### src/verilog/icache_pkg.sv
/*
 * shared widths and types for the read-only 4-way instruction cache
 * fixed 32-bit byte address, 16-byte lines, 2-beat 64-bit refill
 * set count is not here, it is the SET_BITS parameter of each module
 */
package icache_pkg;

    localparam int ADDR_W   = 32;
    localparam int OFFSET_W = 4;     // byte offset in a line
    localparam int LINE_W   = 128;
    localparam int BEAT_W   = 64;
    localparam int NUM_WAYS = 4;

    // burst length in beats minus one, always two beats per line
    localparam logic [7:0] BURST_LEN = 8'd1;

    typedef logic [1:0] way_t;

    // cpu fetch request
    typedef struct packed {
        logic [ADDR_W-1:0] addr;
    } cpu_req_t;

    // refill request toward memory
    typedef struct packed {
        logic [ADDR_W-1:0] addr;     // line aligned
        logic [7:0]        len;      // beats minus one
    } mem_req_t;

    // registered tag compare result
    typedef struct packed {
        logic [NUM_WAYS-1:0] hit_vec;
        way_t                hit_way;
    } lookup_t;

    typedef enum logic [1:0] {
        IDLE,
        LOOKUP,
        REFILL,
        RESPOND
    } ctrl_state_e;

endpackage

### src/verilog/icache_ctrl.sv
/*
 * cache controller, four-phase req/ack to the cpu, valid/ready/last burst to memory
 * req_i sampled high with the arrays read on one edge, hit or miss decided on the next
 * cpu_req_i must stay stable while req_i is high, it also drives the array index
 */
`timescale 1ns/1ps

module icache_ctrl #(
    parameter int SET_BITS = 7
) (
    input  logic                                                     clk,
    input  logic                                                     rst,
    input  logic                                                     req_i,
    input  icache_pkg::cpu_req_t                                     cpu_req_i,
    output logic                                                     ack_o,
    output logic [icache_pkg::LINE_W-1:0]                            data_o,
    input  icache_pkg::lookup_t                                      lookup_i,
    input  logic [icache_pkg::NUM_WAYS-1:0][icache_pkg::LINE_W-1:0]  way_lines_i,
    output logic [SET_BITS-1:0]                                      index_o,
    output logic [icache_pkg::ADDR_W-icache_pkg::OFFSET_W-SET_BITS-1:0] tag_o,
    output logic                                                     wr_en_o,
    output icache_pkg::way_t                                         wr_way_o,
    output logic [icache_pkg::LINE_W-1:0]                            wr_line_o,
    output logic                                                     mem_valid_o,
    output icache_pkg::mem_req_t                                     mem_req_o,
    input  logic                                                     mem_ready_i,
    input  logic                                                     mem_last_i,
    input  logic [icache_pkg::BEAT_W-1:0]                            mem_data_i,
    output logic [63:0]                                              hit_count_o,
    output logic [63:0]                                              miss_count_o
);

    localparam int TAG_W = icache_pkg::ADDR_W - icache_pkg::OFFSET_W - SET_BITS;

    icache_pkg::ctrl_state_e     state_q;
    icache_pkg::way_t            rr_q;       // round-robin victim
    logic [icache_pkg::BEAT_W-1:0] beat0_q;  // low half of the line

    logic hit;
    logic beat_fire;
    logic last_beat;

    assign index_o = cpu_req_i.addr[icache_pkg::OFFSET_W +: SET_BITS];
    assign tag_o   = cpu_req_i.addr[icache_pkg::ADDR_W-1 -: TAG_W];

    assign hit       = |lookup_i.hit_vec;
    assign beat_fire = (state_q == icache_pkg::REFILL) && mem_ready_i;
    assign last_beat = beat_fire && mem_last_i;

    // line goes into both stores on the edge that takes the last beat
    assign wr_en_o   = last_beat;
    assign wr_way_o  = rr_q;
    assign wr_line_o = {mem_data_i, beat0_q};

    always_ff @(posedge clk) begin
        if (rst) begin
            state_q      <= icache_pkg::IDLE;
            ack_o        <= 1'b0;
            mem_valid_o  <= 1'b0;
            rr_q         <= '0;
            hit_count_o  <= '0;
            miss_count_o <= '0;
        end else begin
            case (state_q)
                icache_pkg::IDLE: begin
                    if (req_i) begin
                        state_q <= icache_pkg::LOOKUP;  // arrays read on this edge
                    end
                end
                icache_pkg::LOOKUP: begin
                    if (hit) begin
                        ack_o       <= 1'b1;
                        hit_count_o <= hit_count_o + 64'd1;
                        state_q     <= icache_pkg::RESPOND;
                    end else begin
                        mem_valid_o  <= 1'b1;
                        miss_count_o <= miss_count_o + 64'd1;
                        state_q      <= icache_pkg::REFILL;
                    end
                end
                icache_pkg::REFILL: begin
                    if (last_beat) begin
                        mem_valid_o <= 1'b0;
                        ack_o       <= 1'b1;
                        rr_q        <= rr_q + 2'd1;
                        state_q     <= icache_pkg::RESPOND;
                    end
                end
                icache_pkg::RESPOND: begin
                    if (!req_i) begin
                        ack_o   <= 1'b0;
                        state_q <= icache_pkg::IDLE;
                    end
                end
                default: state_q <= icache_pkg::IDLE;
            endcase
        end
    end

    // payload, held while nothing updates it
    always_ff @(posedge clk) begin
        if (state_q == icache_pkg::LOOKUP) begin
            if (hit) begin
                data_o <= way_lines_i[lookup_i.hit_way];
            end
            mem_req_o.addr <= {cpu_req_i.addr[icache_pkg::ADDR_W-1:icache_pkg::OFFSET_W],
                               {icache_pkg::OFFSET_W{1'b0}}};
            mem_req_o.len  <= icache_pkg::BURST_LEN;
        end
        if (beat_fire && !mem_last_i) begin
            beat0_q <= mem_data_i;
        end
        if (last_beat) begin
            data_o <= {mem_data_i, beat0_q};  // bypass straight to the cpu
        end
    end

    // ack only answers a request that is still up
    assert property (@(posedge clk) disable iff (rst) $rose(ack_o) |-> $past(req_i))
        else $error("ctrl: ack rose without req");

    assert property (@(posedge clk) disable iff (rst)
        mem_valid_o && !mem_ready_i |=> mem_valid_o && $stable(mem_req_o))
        else $error("ctrl: mem request changed while stalled");

endmodule

### config.mk
export PLATFORM = sky130hd
export DESIGN_NAME = icache_ctrl
export DESIGN_NICKNAME = d
export VERILOG_FILES = /design/src/verilog/icache_pkg.sv /design/src/verilog/icache_ctrl.sv
export SDC_FILE = /design/constraint.sdc
export NUM_CORES = 1
export LEC_CHECK = 0
export BUFFER_PORTS_ARGS = -buffer_cell sky130_fd_sc_hd__buf_2
export CAP_MARGIN = 30
export CORE_AREA = 2 2 417 419
export DETAILED_ROUTE_END_ITERATION = 8
export DIE_AREA = 0 0 419 421
export SYNTH_ARGS = -nofsm -noshare
export SYNTH_HDL_FRONTEND = slang
export SYNTH_SLANG_ARGS = --single-unit
### constraint.sdc
create_clock -name clk -period 5.15 [get_ports clk]
set_input_delay 0.2575 -clock clk [delete_from_list [all_inputs] [get_ports clk]]
set_output_delay 0.2575 -clock clk [all_outputs]
set_load 0.02 [all_outputs]
==> metrics.txt, run 1 <==
setup TNS 0 ps; CP required a little under 5000 ps; R2R cell count 8; Post-CTS Resized 0; end point of the critical path wr_en_o; Sequential Power Share 37.4%; Worst Hold Slack 25.44 ps; R2R Setup Slk 1760 ps; Vias 20,370; Synth top area share a little over a third; internal power 6346 uW; HPWL after DPL 149.2 mm; Net Sw Power 3564 uW; Top FF cell, synth edfxtp_1; CP endpoint kind primary output; share of layout cells above drive strength 1 46.84%; clock transition at the registers of the reported paths 70 ps; Die Y between 400 and 500 microns; Num CTS Buffers slightly below 50; Comb power frac 26.9%; GRT overflow 0; M1 GR Usage 20.83%; endpoints failing setup 0; leading cell types in the layout, fill and taps excluded buf_2 (1,056), nand2_1 (458), edfxtp_1 (220); Yosys warning count 0; number of global-route vias before repair 18,570; max-cap violations 0; RR Endpoint hit_count_o[60]$_SDFFE_PP0P_; DRC Markers 0; Finished Cell Area around 0.029 sq mm; fin crit share 67.05%; Net count, final 3,388; commonest non-fill, non-tap cell in the layout buf_2; final critical-path required period 3453 ps; sw frac 35.96%; met3 Use GR 5.263%; DR vias/cell 3.902; achievable clock frequency 0.2896 GHz; overall power slightly below 10,000 uW; clk sinks ~350; starting density of the core between 10% and 20%; routed len/inst 32.77 microns; Final GP Congestion 1.057; placed inst area 0.02597 sq mm; pin count of the biggest net entering global routing 70; Worst slew margin 30.59%; top post-synthesis cells by area edfxtp_1 (36%), mux4_2 (15%), dfxtp_1 (14%); Total Wirelength 171.0 mm; Fin. Hold Viols 0; Die Width 419 microns; maximum clock path buffer count 3; Power Density 345.0 mW/mm^2; maximum VDD drop ~0.00023 V; Lkg Pwr 0.01148 uW; hold path startpoint mem_data_i[14]; clock share of power 35.7%; register bit total from synthesis 354; Port Buf Inserts 1,059; Hold Buf Count CTS 90; Async SR Flop Fraction 0%; core area 0.1725 sq mm; Worst setup SP type flip-flop; Clock Skews 47.26 ps; initial antenna violation count 205; post-synthesis cell area 0.01860 sq mm; Hold Crit Class in -> reg; Crit. Startpoint state_q[0]$_SDFFE_PP0P_; final core utilization 16.65%; Synth cell types 48; gate count after technology mapping 1,719; largest area contributor in the netlist edfxtp_1; IO Pins 1,076; H-tree depth 2; Layout area overhead 54.41%; First DRT Iteration DRCs around 2,500; Final Slew Violations 0; Syn Area/Cell about 11 sq um; CP Data Arrival Time 3200 ps; reg-to-reg startpoint state_q[1]$_SDFFE_PP0P_; met2 Use GR 32.47%; die area 0.1764 sq mm; CTS tree yes; CP Class reg -> out; Crit Path Max Fanout 61; Setup Fix Bufs, Post-CTS 0; Root Driver clkbuf_16; most used routing layer met2; GRT Total Usage 18.69%; row count ~150; Detailed Routing Iterations Pass 1 6; first-pass GRT wire length 211.0 mm; ANT nets after route 0; RSZ-0062 raised after global routing false; clk_lat worst skew 660 ps; Slew @ Worst Pin between 1000 and 1500 ps; Seq/Total Area, Yosys 49.93%; number of synthesized flops with an enable pin 220; status finished clean
registers in the layout, summed over array words and instances (netlist names):
name and cells:
mem_valid_o 1, mem_req_o 28, miss_count_o 64, data_o 128, hit_count_o 64, state_q 2, beat0_q 64, wr_way_o 2
ack_o 1
cells by family after synthesis:
family                     synth area share, %
AOI/OAI and AO/OA                        4.096
xor gates and xnor gates                 2.919
adders and majority gates               0.4708
buffers and inverters                    6.511
DFF                                      49.93
muxes                                    15.61
other                                  0.04037
and+or+nand+nor                          20.42
Yosys cell counts (11+ instances only):
cell type and number:
and3_1 11, buf_4 104, xor2_1 24, o31ai_1 16, inv_1 17, edfxtp_1 220, nand3_1 54, nor2_1 86
or3_1 45, a21oi_1 68, nand4_1 51, and4_1 14, nor3_1 20, dfxtp_1 134, nor4_1 28, buf_1 19
or4_1 25, clkbuf_1 62, nand2_1 459, xnor2_1 38, mux4_2 128, o21ai_0 48
critical path: stages (launching register included):
cell     delay, ps
dfxtp_1        330
inv_1          150
ha_1           270
nand3_4        410
inv_6          710
buf_4          390
buf_2          220
per-layer routing:
metal  up-vias  routed length (microns)
met4        58                     9207
met2      1340                    86250
met3       432                    15230
met5         -                      374
li1       8407                        -
met1     10130                    59950
cell type report:
cell class / instances / area, sq um
fill: 19490 / 143800
sequential: 354 / 9289
multi-input combinational: 1165 / 8170
timing repair buffer: 1174 / 6432
tap: 2325 / 2909
clock buffer: 68 / 1368
clock inverter: 20 / 245.2
antenna: 95 / 237.7
inverter: 18 / 72.57
how the worst min path moves through the flow:
stage,end,slack [ps],cells after the start
after floorplan,beat0_q[0]$_DFFE_PP_,360,0
after global placement,mem_req_o[23]$_DFFE_PP_,450,1
after detailed placement,mem_req_o[12]$_DFFE_PP_,450,1
after CTS,data_o[6]$_DFFE_PP_,1,4
after global routing,beat0_q[14]$_DFFE_PP_,8,1
final,beat0_q[14]$_DFFE_PP_,30,1
power groups by stage:
| stage | Sequential (uW) | Clock, uW | Combinational, uW |
|---|---|---|---|
| global placement | 3750 | 0 | 2650 |
| global route | 3730 | 3730 | 2780 |
| detailed placement | 3750 | 0 | 2660 |
| finish | 3700 | 3540 | 2670 |
| floorplan | 4230 | 0 | 792 |
| CTS | 3700 | 3660 | 2730 |
stage by stage:
stage,instances,setup slack [ps]
6_report,5219,1697
4_1_cts,5124,1519
5_1_grt,5177,1450
3_5_place_dp,4946,1821
3_3_place_gp,4946,1866
2_1_floorplan,1729,278.6
No activity file was read; power rests on OpenSTA's default activity.
==> inputs of run 2 (changes only) <==
- clock period: 5.15 -> 3.25 ns (I/O delays scaled with it)
==> metrics.txt, run 2 (same netlist as run 1, synthesis figures left out) <==
CP Data Arrival Time 3310 ps (+110 ps); CTS tree yes; HPWL after DPL 153.6 mm (+2.9%); Worst slew margin 50.25% (+20 points); placed inst area 0.02624 sq mm (+1.0%); Crit Path Max Fanout 10 (-84%); starting density of the core 10.79% (unchanged); achievable clock frequency about 0.37 GHz; Hold Buf Count CTS 242 (+170%); CP delay by family, top simple AND/OR/NAND/NOR gates; RSZ-0062 raised after global routing false; Final Slew Violations 0 (unchanged); Clock Skews 23.58 ps (-23.68 ps); CP bufs+invs 0 (-4); clk_lat worst skew 650 ps (about the same); Hold Crit Class in -> reg; CP required 3840 ps (-1050 ps); commonest non-fill, non-tap cell in the layout buf_2; Layout area overhead 63.62%; Net count, final 3,562 (+5.1%); max reg flops 128 (unchanged); worst-path cell chain nand4_2 -> or4_1 -> or4_1 -> or4_1 -> a21oi_1; R2R cell count 5 (-3); Post-CTS Resized 0 (unchanged); max-cap violations 0 (unchanged); CP Class reg -> reg; Die Y 421 microns (unchanged); Fin. Hold Viols 0 (unchanged); GRT Total Usage 19.49% (+0.80 points); routed len/inst 33.30 microns (+1.6%); hold path startpoint way_lines_i[146]; DRC Markers 0 (unchanged); number of global-route vias before repair 19,410 (+4.5%); Port Buf Inserts 1,059 (unchanged); GRT overflow 0 (unchanged); Hold Path End data_o[18]$_DFFE_PP_; ANT nets after route 0 (unchanged); R2R Setup Slk 530 ps (-1230 ps); fin crit share a little over four fifths; IO Pins 1,076 (unchanged); pin count of the biggest net entering global routing 98 (+40%); core area 0.1725 sq mm (unchanged); First DRT Iteration DRCs 2,049 (-18%); RR Endpoint miss_count_o[46]$_SDFFE_PP0P_; Lkg Pwr 0.01227 uW (+6.8%); Finished Cell Area 0.03044 sq mm (+6.0%); Detailed Routing Iterations Pass 1 7 (+1); row count 153 (unchanged); final critical-path required period 2724 ps; Biggest register data_o; setup TNS 0 ps (unchanged); Final GP Congestion 1.035 (-2.1%); first-pass GRT wire length 219.4 mm (+4.0%); Num CTS Buffers 51 (+4.1%); share of layout cells above drive strength 1 44.89% (-1.9 points); DR vias/cell 3.939 (+0.94%); Critical Path Slowest Stage Cell or4_1; reg-to-reg startpoint miss_count_o[10]$_SDFFE_PP0P_; Root Driver clkbuf_16; CP endpoint kind flip-flop; worst hold path depth 4 (+3); Vias 21,100 (+3.6%); clock transition at the registers of the reported paths 60 ps (about the same); status finished clean; Slew @ Worst Pin 746.3 ps (-285.3 ps); Worst setup SP type flip-flop; Setup Fix Bufs, Post-CTS 0 (unchanged); H-tree depth 2 (unchanged); clk sinks 354 (unchanged); Die Width 419 microns (unchanged); leading cell types in the layout, fill and taps excluded buf_2 (1,056), nand2_1 (458), dlygate4sd3_1 (242); die area 0.1764 sq mm (unchanged); cell occurring most often along the worst timing path or4_1; Worst path max stage delay 770 ps (+60 ps); maximum clock path buffer count 3 (unchanged); Power Density 531.1 mW/mm^2 (+54%); initial antenna violation count 170 (-17%); maximum VDD drop 0.0003842 V (+64%); Total Wirelength 178.4 mm (+4.3%); endpoints failing setup 0 (unchanged)
run 2: changes by cell type in the layout (fill, tap and decap cells not counted), moves of 2 or more:
| cell | delta |
|---|---|
| buf_12 | +9 |
| diode_2 | -40 |
| clkinv_2 | +4 |
| clkinv_4 | +2 |
| clkbuf_8 | -3 |
| clkbuf_16 | +2 |
| dlygate4sd3_1 | +152 |
| buf_4 | +11 |
run 2: routing by layer:
layer / routed length, microns / vias to the layer above / track usage (%)
met2: 91020 / 1261 / 34.23
met5: 354 / - / 0
met4: 8314 / 56 / 8.634
met1: 64600 / 10700 / 21.94
met3: 14090 / 377 / 5.142
li1: - / 8707 / -
run 2: report_power, final:
group / internal [uW] / switching (uW)
combinational: 1450 / 3130
clock: 3160 / 2520
sequential: 5640 / 266
total: 10200 / 5920
run 2: final cells by class:
class / count / area [sq um]
antenna: 55 / 137.6
tap: 2325 / 2909
multi-input combinational: 1165 / 8179
inverter: 18 / 72.57
fill: 19430 / 142000
timing repair buffer: 1346 / 8217
clock buffer: 66 / 1373
clock inverter: 27 / 261.5
sequential: 354 / 9289
run 2: stage by stage:
stage | power [uW] | hold WS, ps | worst slack, ps | utilization, % | instances
6_report | 16170 | 65.16 | 525.7 | 17.65 | 5356
3_5_place_dp | 10310 | 353.4 | 534.5 | 15.22 | 4966
4_1_cts | 16460 | 0.3679 | 463.5 | 17.57 | 5301
5_1_grt | 16720 | 36.52 | 274.2 | 17.61 | 5331
2_1_floorplan | 7897 | 261.4 | 93.96 | - | 1729
3_3_place_gp | 10300 | 363.5 | 484.3 | 15.22 | 4966
run 2: how the worst max path moves through the flow:
stage | startpoint | to | slack (ps) | depth (start not counted)
CTS | state_q[0]$_SDFFE_PP0P_ | wr_en_o | 460 | 6
detailed placement | state_q[1]$_SDFFE_PP0P_ | miss_count_o[60]$_SDFFE_PP0P_ | 530 | 9
global route | state_q[1]$_SDFFE_PP0P_ | miss_count_o[60]$_SDFFE_PP0P_ | 270 | 9
global placement | state_q[1]$_SDFFE_PP0P_ | miss_count_o[60]$_SDFFE_PP0P_ | 480 | 9
finish | miss_count_o[10]$_SDFFE_PP0P_ | miss_count_o[46]$_SDFFE_PP0P_ | 530 | 5
floorplan | state_q[1]$_SDFFE_PP0P_ | hit_count_o[56]$_SDFFE_PP0P_ | 90 | 9
run 2: worst register-to-register path, delay by kind of cell (launching register included):
kind / cells / cell delay, ps
compound gates: 1 / 150
flops: 1 / 450
simple gates: 4 / 2070
==> inputs of run 3 (changes only) <==
- ABC_AREA: unset -> 1
- CORE_AREA: 2 2 417 419 -> 2 2 424 426
- DIE_AREA: 0 0 419 421 -> 0 0 426 428
- clock period: 3.25 -> 2.8 ns (I/O delays scaled with it)
==> metrics.txt, run 3 <==
status finished clean; Async SR Flop Fraction 0% (unchanged); die area 0.1823 sq mm (+3.4%); Crit Path Max Fanout 49 (+39); placed inst area 0.02814 sq mm (+7.2%); maximum clock path buffer count 3 (unchanged); commonest non-fill, non-tap cell in the layout buf_2; Port Buf Inserts 1,059 (unchanged); pin count of the biggest net entering global routing 90 (-8.2%); Vias 25,950 (+23%); CP delay by family, top buffers and inverters; final core utilization 19.34% (+1.7 points); DR vias/cell 3.910 (-0.75%); ANT nets after route 0 (unchanged); Fin. Hold Viols 0 (unchanged); IO Pins 1,076 (unchanged); Net count, final 4,812 (+35%); number of global-route vias before repair 24,720 (+27%); fin crit share 88.98% (+5.2 points); Finished Cell Area 0.03435 sq mm (+13%); H-tree depth 2 (unchanged); sequential standard cell area 0.009289 sq mm (unchanged); Synth top area share 32.35% (-3.2 points); first-pass GRT wire length 193.6 mm (-12%); CP endpoint kind flip-flop; max-cap violations 0 (unchanged); cell occurring most often along the worst timing path buf_12; met2 WL post-DR 72.56 mm (-20%); Biggest register data_o; Detailed Routing Iterations Pass 1 7 (unchanged); Yosys warning count 0 (unchanged); CP required 3360 ps (-480 ps); endpoints failing setup 0 (unchanged); Num CTS Buffers 49 (-3.9%); Final GP Congestion 1.033 (-0.13%); achievable clock frequency 0.4014 GHz (+9.3%); Root Driver clkbuf_16; clk sinks 354 (unchanged); Synth cell types 39 (-19%); clock transition at the registers of the reported paths 60 ps (about the same); Power Density 556.4 mW/mm^2 (+4.8%); Hold Crit Class in -> reg; Slew @ Worst Pin 1057 ps (+310.3 ps); DR WL met3 13.94 mm (-1.0%); final critical-path required period 2491 ps (-232.8 ps); setup TNS 0 ps (unchanged); Total Wirelength 145.9 mm (-18%); Layout area overhead 68.21%; HPWL after DPL 118.8 mm (-23%); worst-path cell chain inv_1 -> ha_1 -> nand3_4 -> buf_12 -> buf_12 -> nor2_1 -> a31oi_1 -> dlygate4sd3_1; top post-synthesis cells by area edfxtp_1 (32%), nor2_1 (17%), dfxtp_1 (13%); CP Class reg -> reg; First DRT Iteration DRCs 2,000 (-2.4%); Critical Path Slowest Stage Cell dlygate4sd3_1; register bit total from synthesis 354 (unchanged); core area 0.1776 sq mm (+3.0%); largest area contributor in the netlist edfxtp_1; M1 WL 48.86 mm (-24%); area of the multi-input gates 0.009314 sq mm (+14%); max reg flops 128 (unchanged); Worst path max stage delay 580 ps (-190 ps); GRT overflow 0 (unchanged); gate count after technology mapping 2,793 (+62%); routed len/inst 21.98 microns (-34%); initial antenna violation count 94 (-45%); Final Slew Violations 0 (unchanged); Syn Area/Cell 7.312 sq um (-32%); row count 155 (+1.3%); leading cell types in the layout, fill and taps excluded buf_2 (1,057), nor2_1 (939), dlygate4sd3_1 (437); Die Y 428 microns (+1.7%); Seq/Total Area, Yosys 45.48% (-4.4 points); clk_lat worst skew 690 ps (+40 ps); CP Data Arrival Time 3050 ps (-260 ps); count leader, synth nor2_1; Top FF cell, synth edfxtp_1; Lkg Pwr 0.01394 uW (+14%); Worst slew margin 28.81% (-21 points); RSZ-0062 raised after global routing false; post-synthesis cell area 0.02042 sq mm (+9.8%); CTS tree yes; maximum VDD drop 0.0004432 V (+15%); CP bufs+invs 4 (+4); DRC Markers 0 (unchanged); top cells by count, synth nor2_1 (940), nand2_1 (340), o21ai_0 (286), edfxtp_1 (220), inv_1 (146); fillcell total 20,040 (+3.2%); Die Width 426 microns (+1.7%); number of synthesized flops with an enable pin 220 (unchanged); share of layout cells above drive strength 1 30.42% (-14 points); Worst setup SP type flip-flop; starting density of the core 11.50% (+0.71 points); GRT Total Usage 15.22% (-4.3 points); Clock Skews 36.47 ps (+12.88 ps); Max Used Layer met5
-- run 3: cell families (layout without fill, tap and decap cells) --
| group | Yosys count | after routing | synth area share, % |
|---|---|---|---|
| AO/OA/AOI/OAI | 499 | 499 | 13.09 |
| adder cells (fa/ha/maj) | 7 | 7 | 0.4288 |
| buffers and inverters | 387 | 1811 | 9.282 |
| XOR/XNOR | 10 | 10 | 0.4288 |
| flip-flops | 354 | 354 | 45.48 |
| AND/OR/NAND/NOR | 1534 | 1534 | 31.25 |
| other | 2 | 68 | 0.03677 |
-- run 3: repair_timing --
item / CTS / global route
hold buffers: 437 / 0
gates resized for setup: 0 / 1
hold endpoints to repair: 245 / 0
setup buffers: 0 / 2
endpoints found under the setup margin: 0 / 29
-- run 3: cell type report --
cell class / instances / share of cell area (%)
inverter: 152 / 1.683
clock buffer: 63 / 3.901
sequential: 354 / 27.04
tap: 2355 / 8.578
clock inverter: 29 / 0.9069
timing repair buffer: 1567 / 30.37
antenna: 56 / 0.4079
multi-input combinational: 2062 / 27.11
-- run 3: routing by layer --
layer  vias up  track usage, %
li1      12050               -
met1     12160           15.12
met2      1375           26.69
met3       334           5.208
met4        36           10.17
met5         -               0
-- run 3: path summary, 6_finish.rpt --
kind                                                 end                      from  cells after the start  slack (ps)
worst max-delay path                data_o[51]$_DFFE_PP_   state_q[0]$_SDFFE_PP0P_                      8         310
worst min register to register  mem_valid_o$_SDFFE_PP0P_  mem_valid_o$_SDFFE_PP0P_                      2         480
worst max register to register      data_o[51]$_DFFE_PP_   state_q[0]$_SDFFE_PP0P_                      8         310
worst min-delay path                 data_o[9]$_DFFE_PP_          way_lines_i[393]                      3          80
-- run 3: worst register-to-register path, delay by kind of cell (launching register included) --
kind            cells  cell delay, ps
flops               1             400
compound gates      1             190
simple gates        2             220
buf+inv             4            1280
fa+ha+maj           1             290
-- run 3: power breakdown --
| part | internal [uW] | switching, uW |
|---|---|---|
| Clock | 3790 | 2880 |
| Combinational | 2060 | 3540 |
| Sequential | 6550 | 299 |
-- run 3: stage by stage --
step	hold slack, ps	cells	worst slack (ps)	power, uW
2_1_floorplan	238.9	2803	31.59	9248
3_3_place_gp	331.8	6050	447.0	11690
3_5_place_dp	336.7	6050	368.1	11750
4_1_cts	15.18	6579	72.48	19360
5_1_grt	51.74	6618	127.7	19890
6_report	82.52	6638	308.5	19110
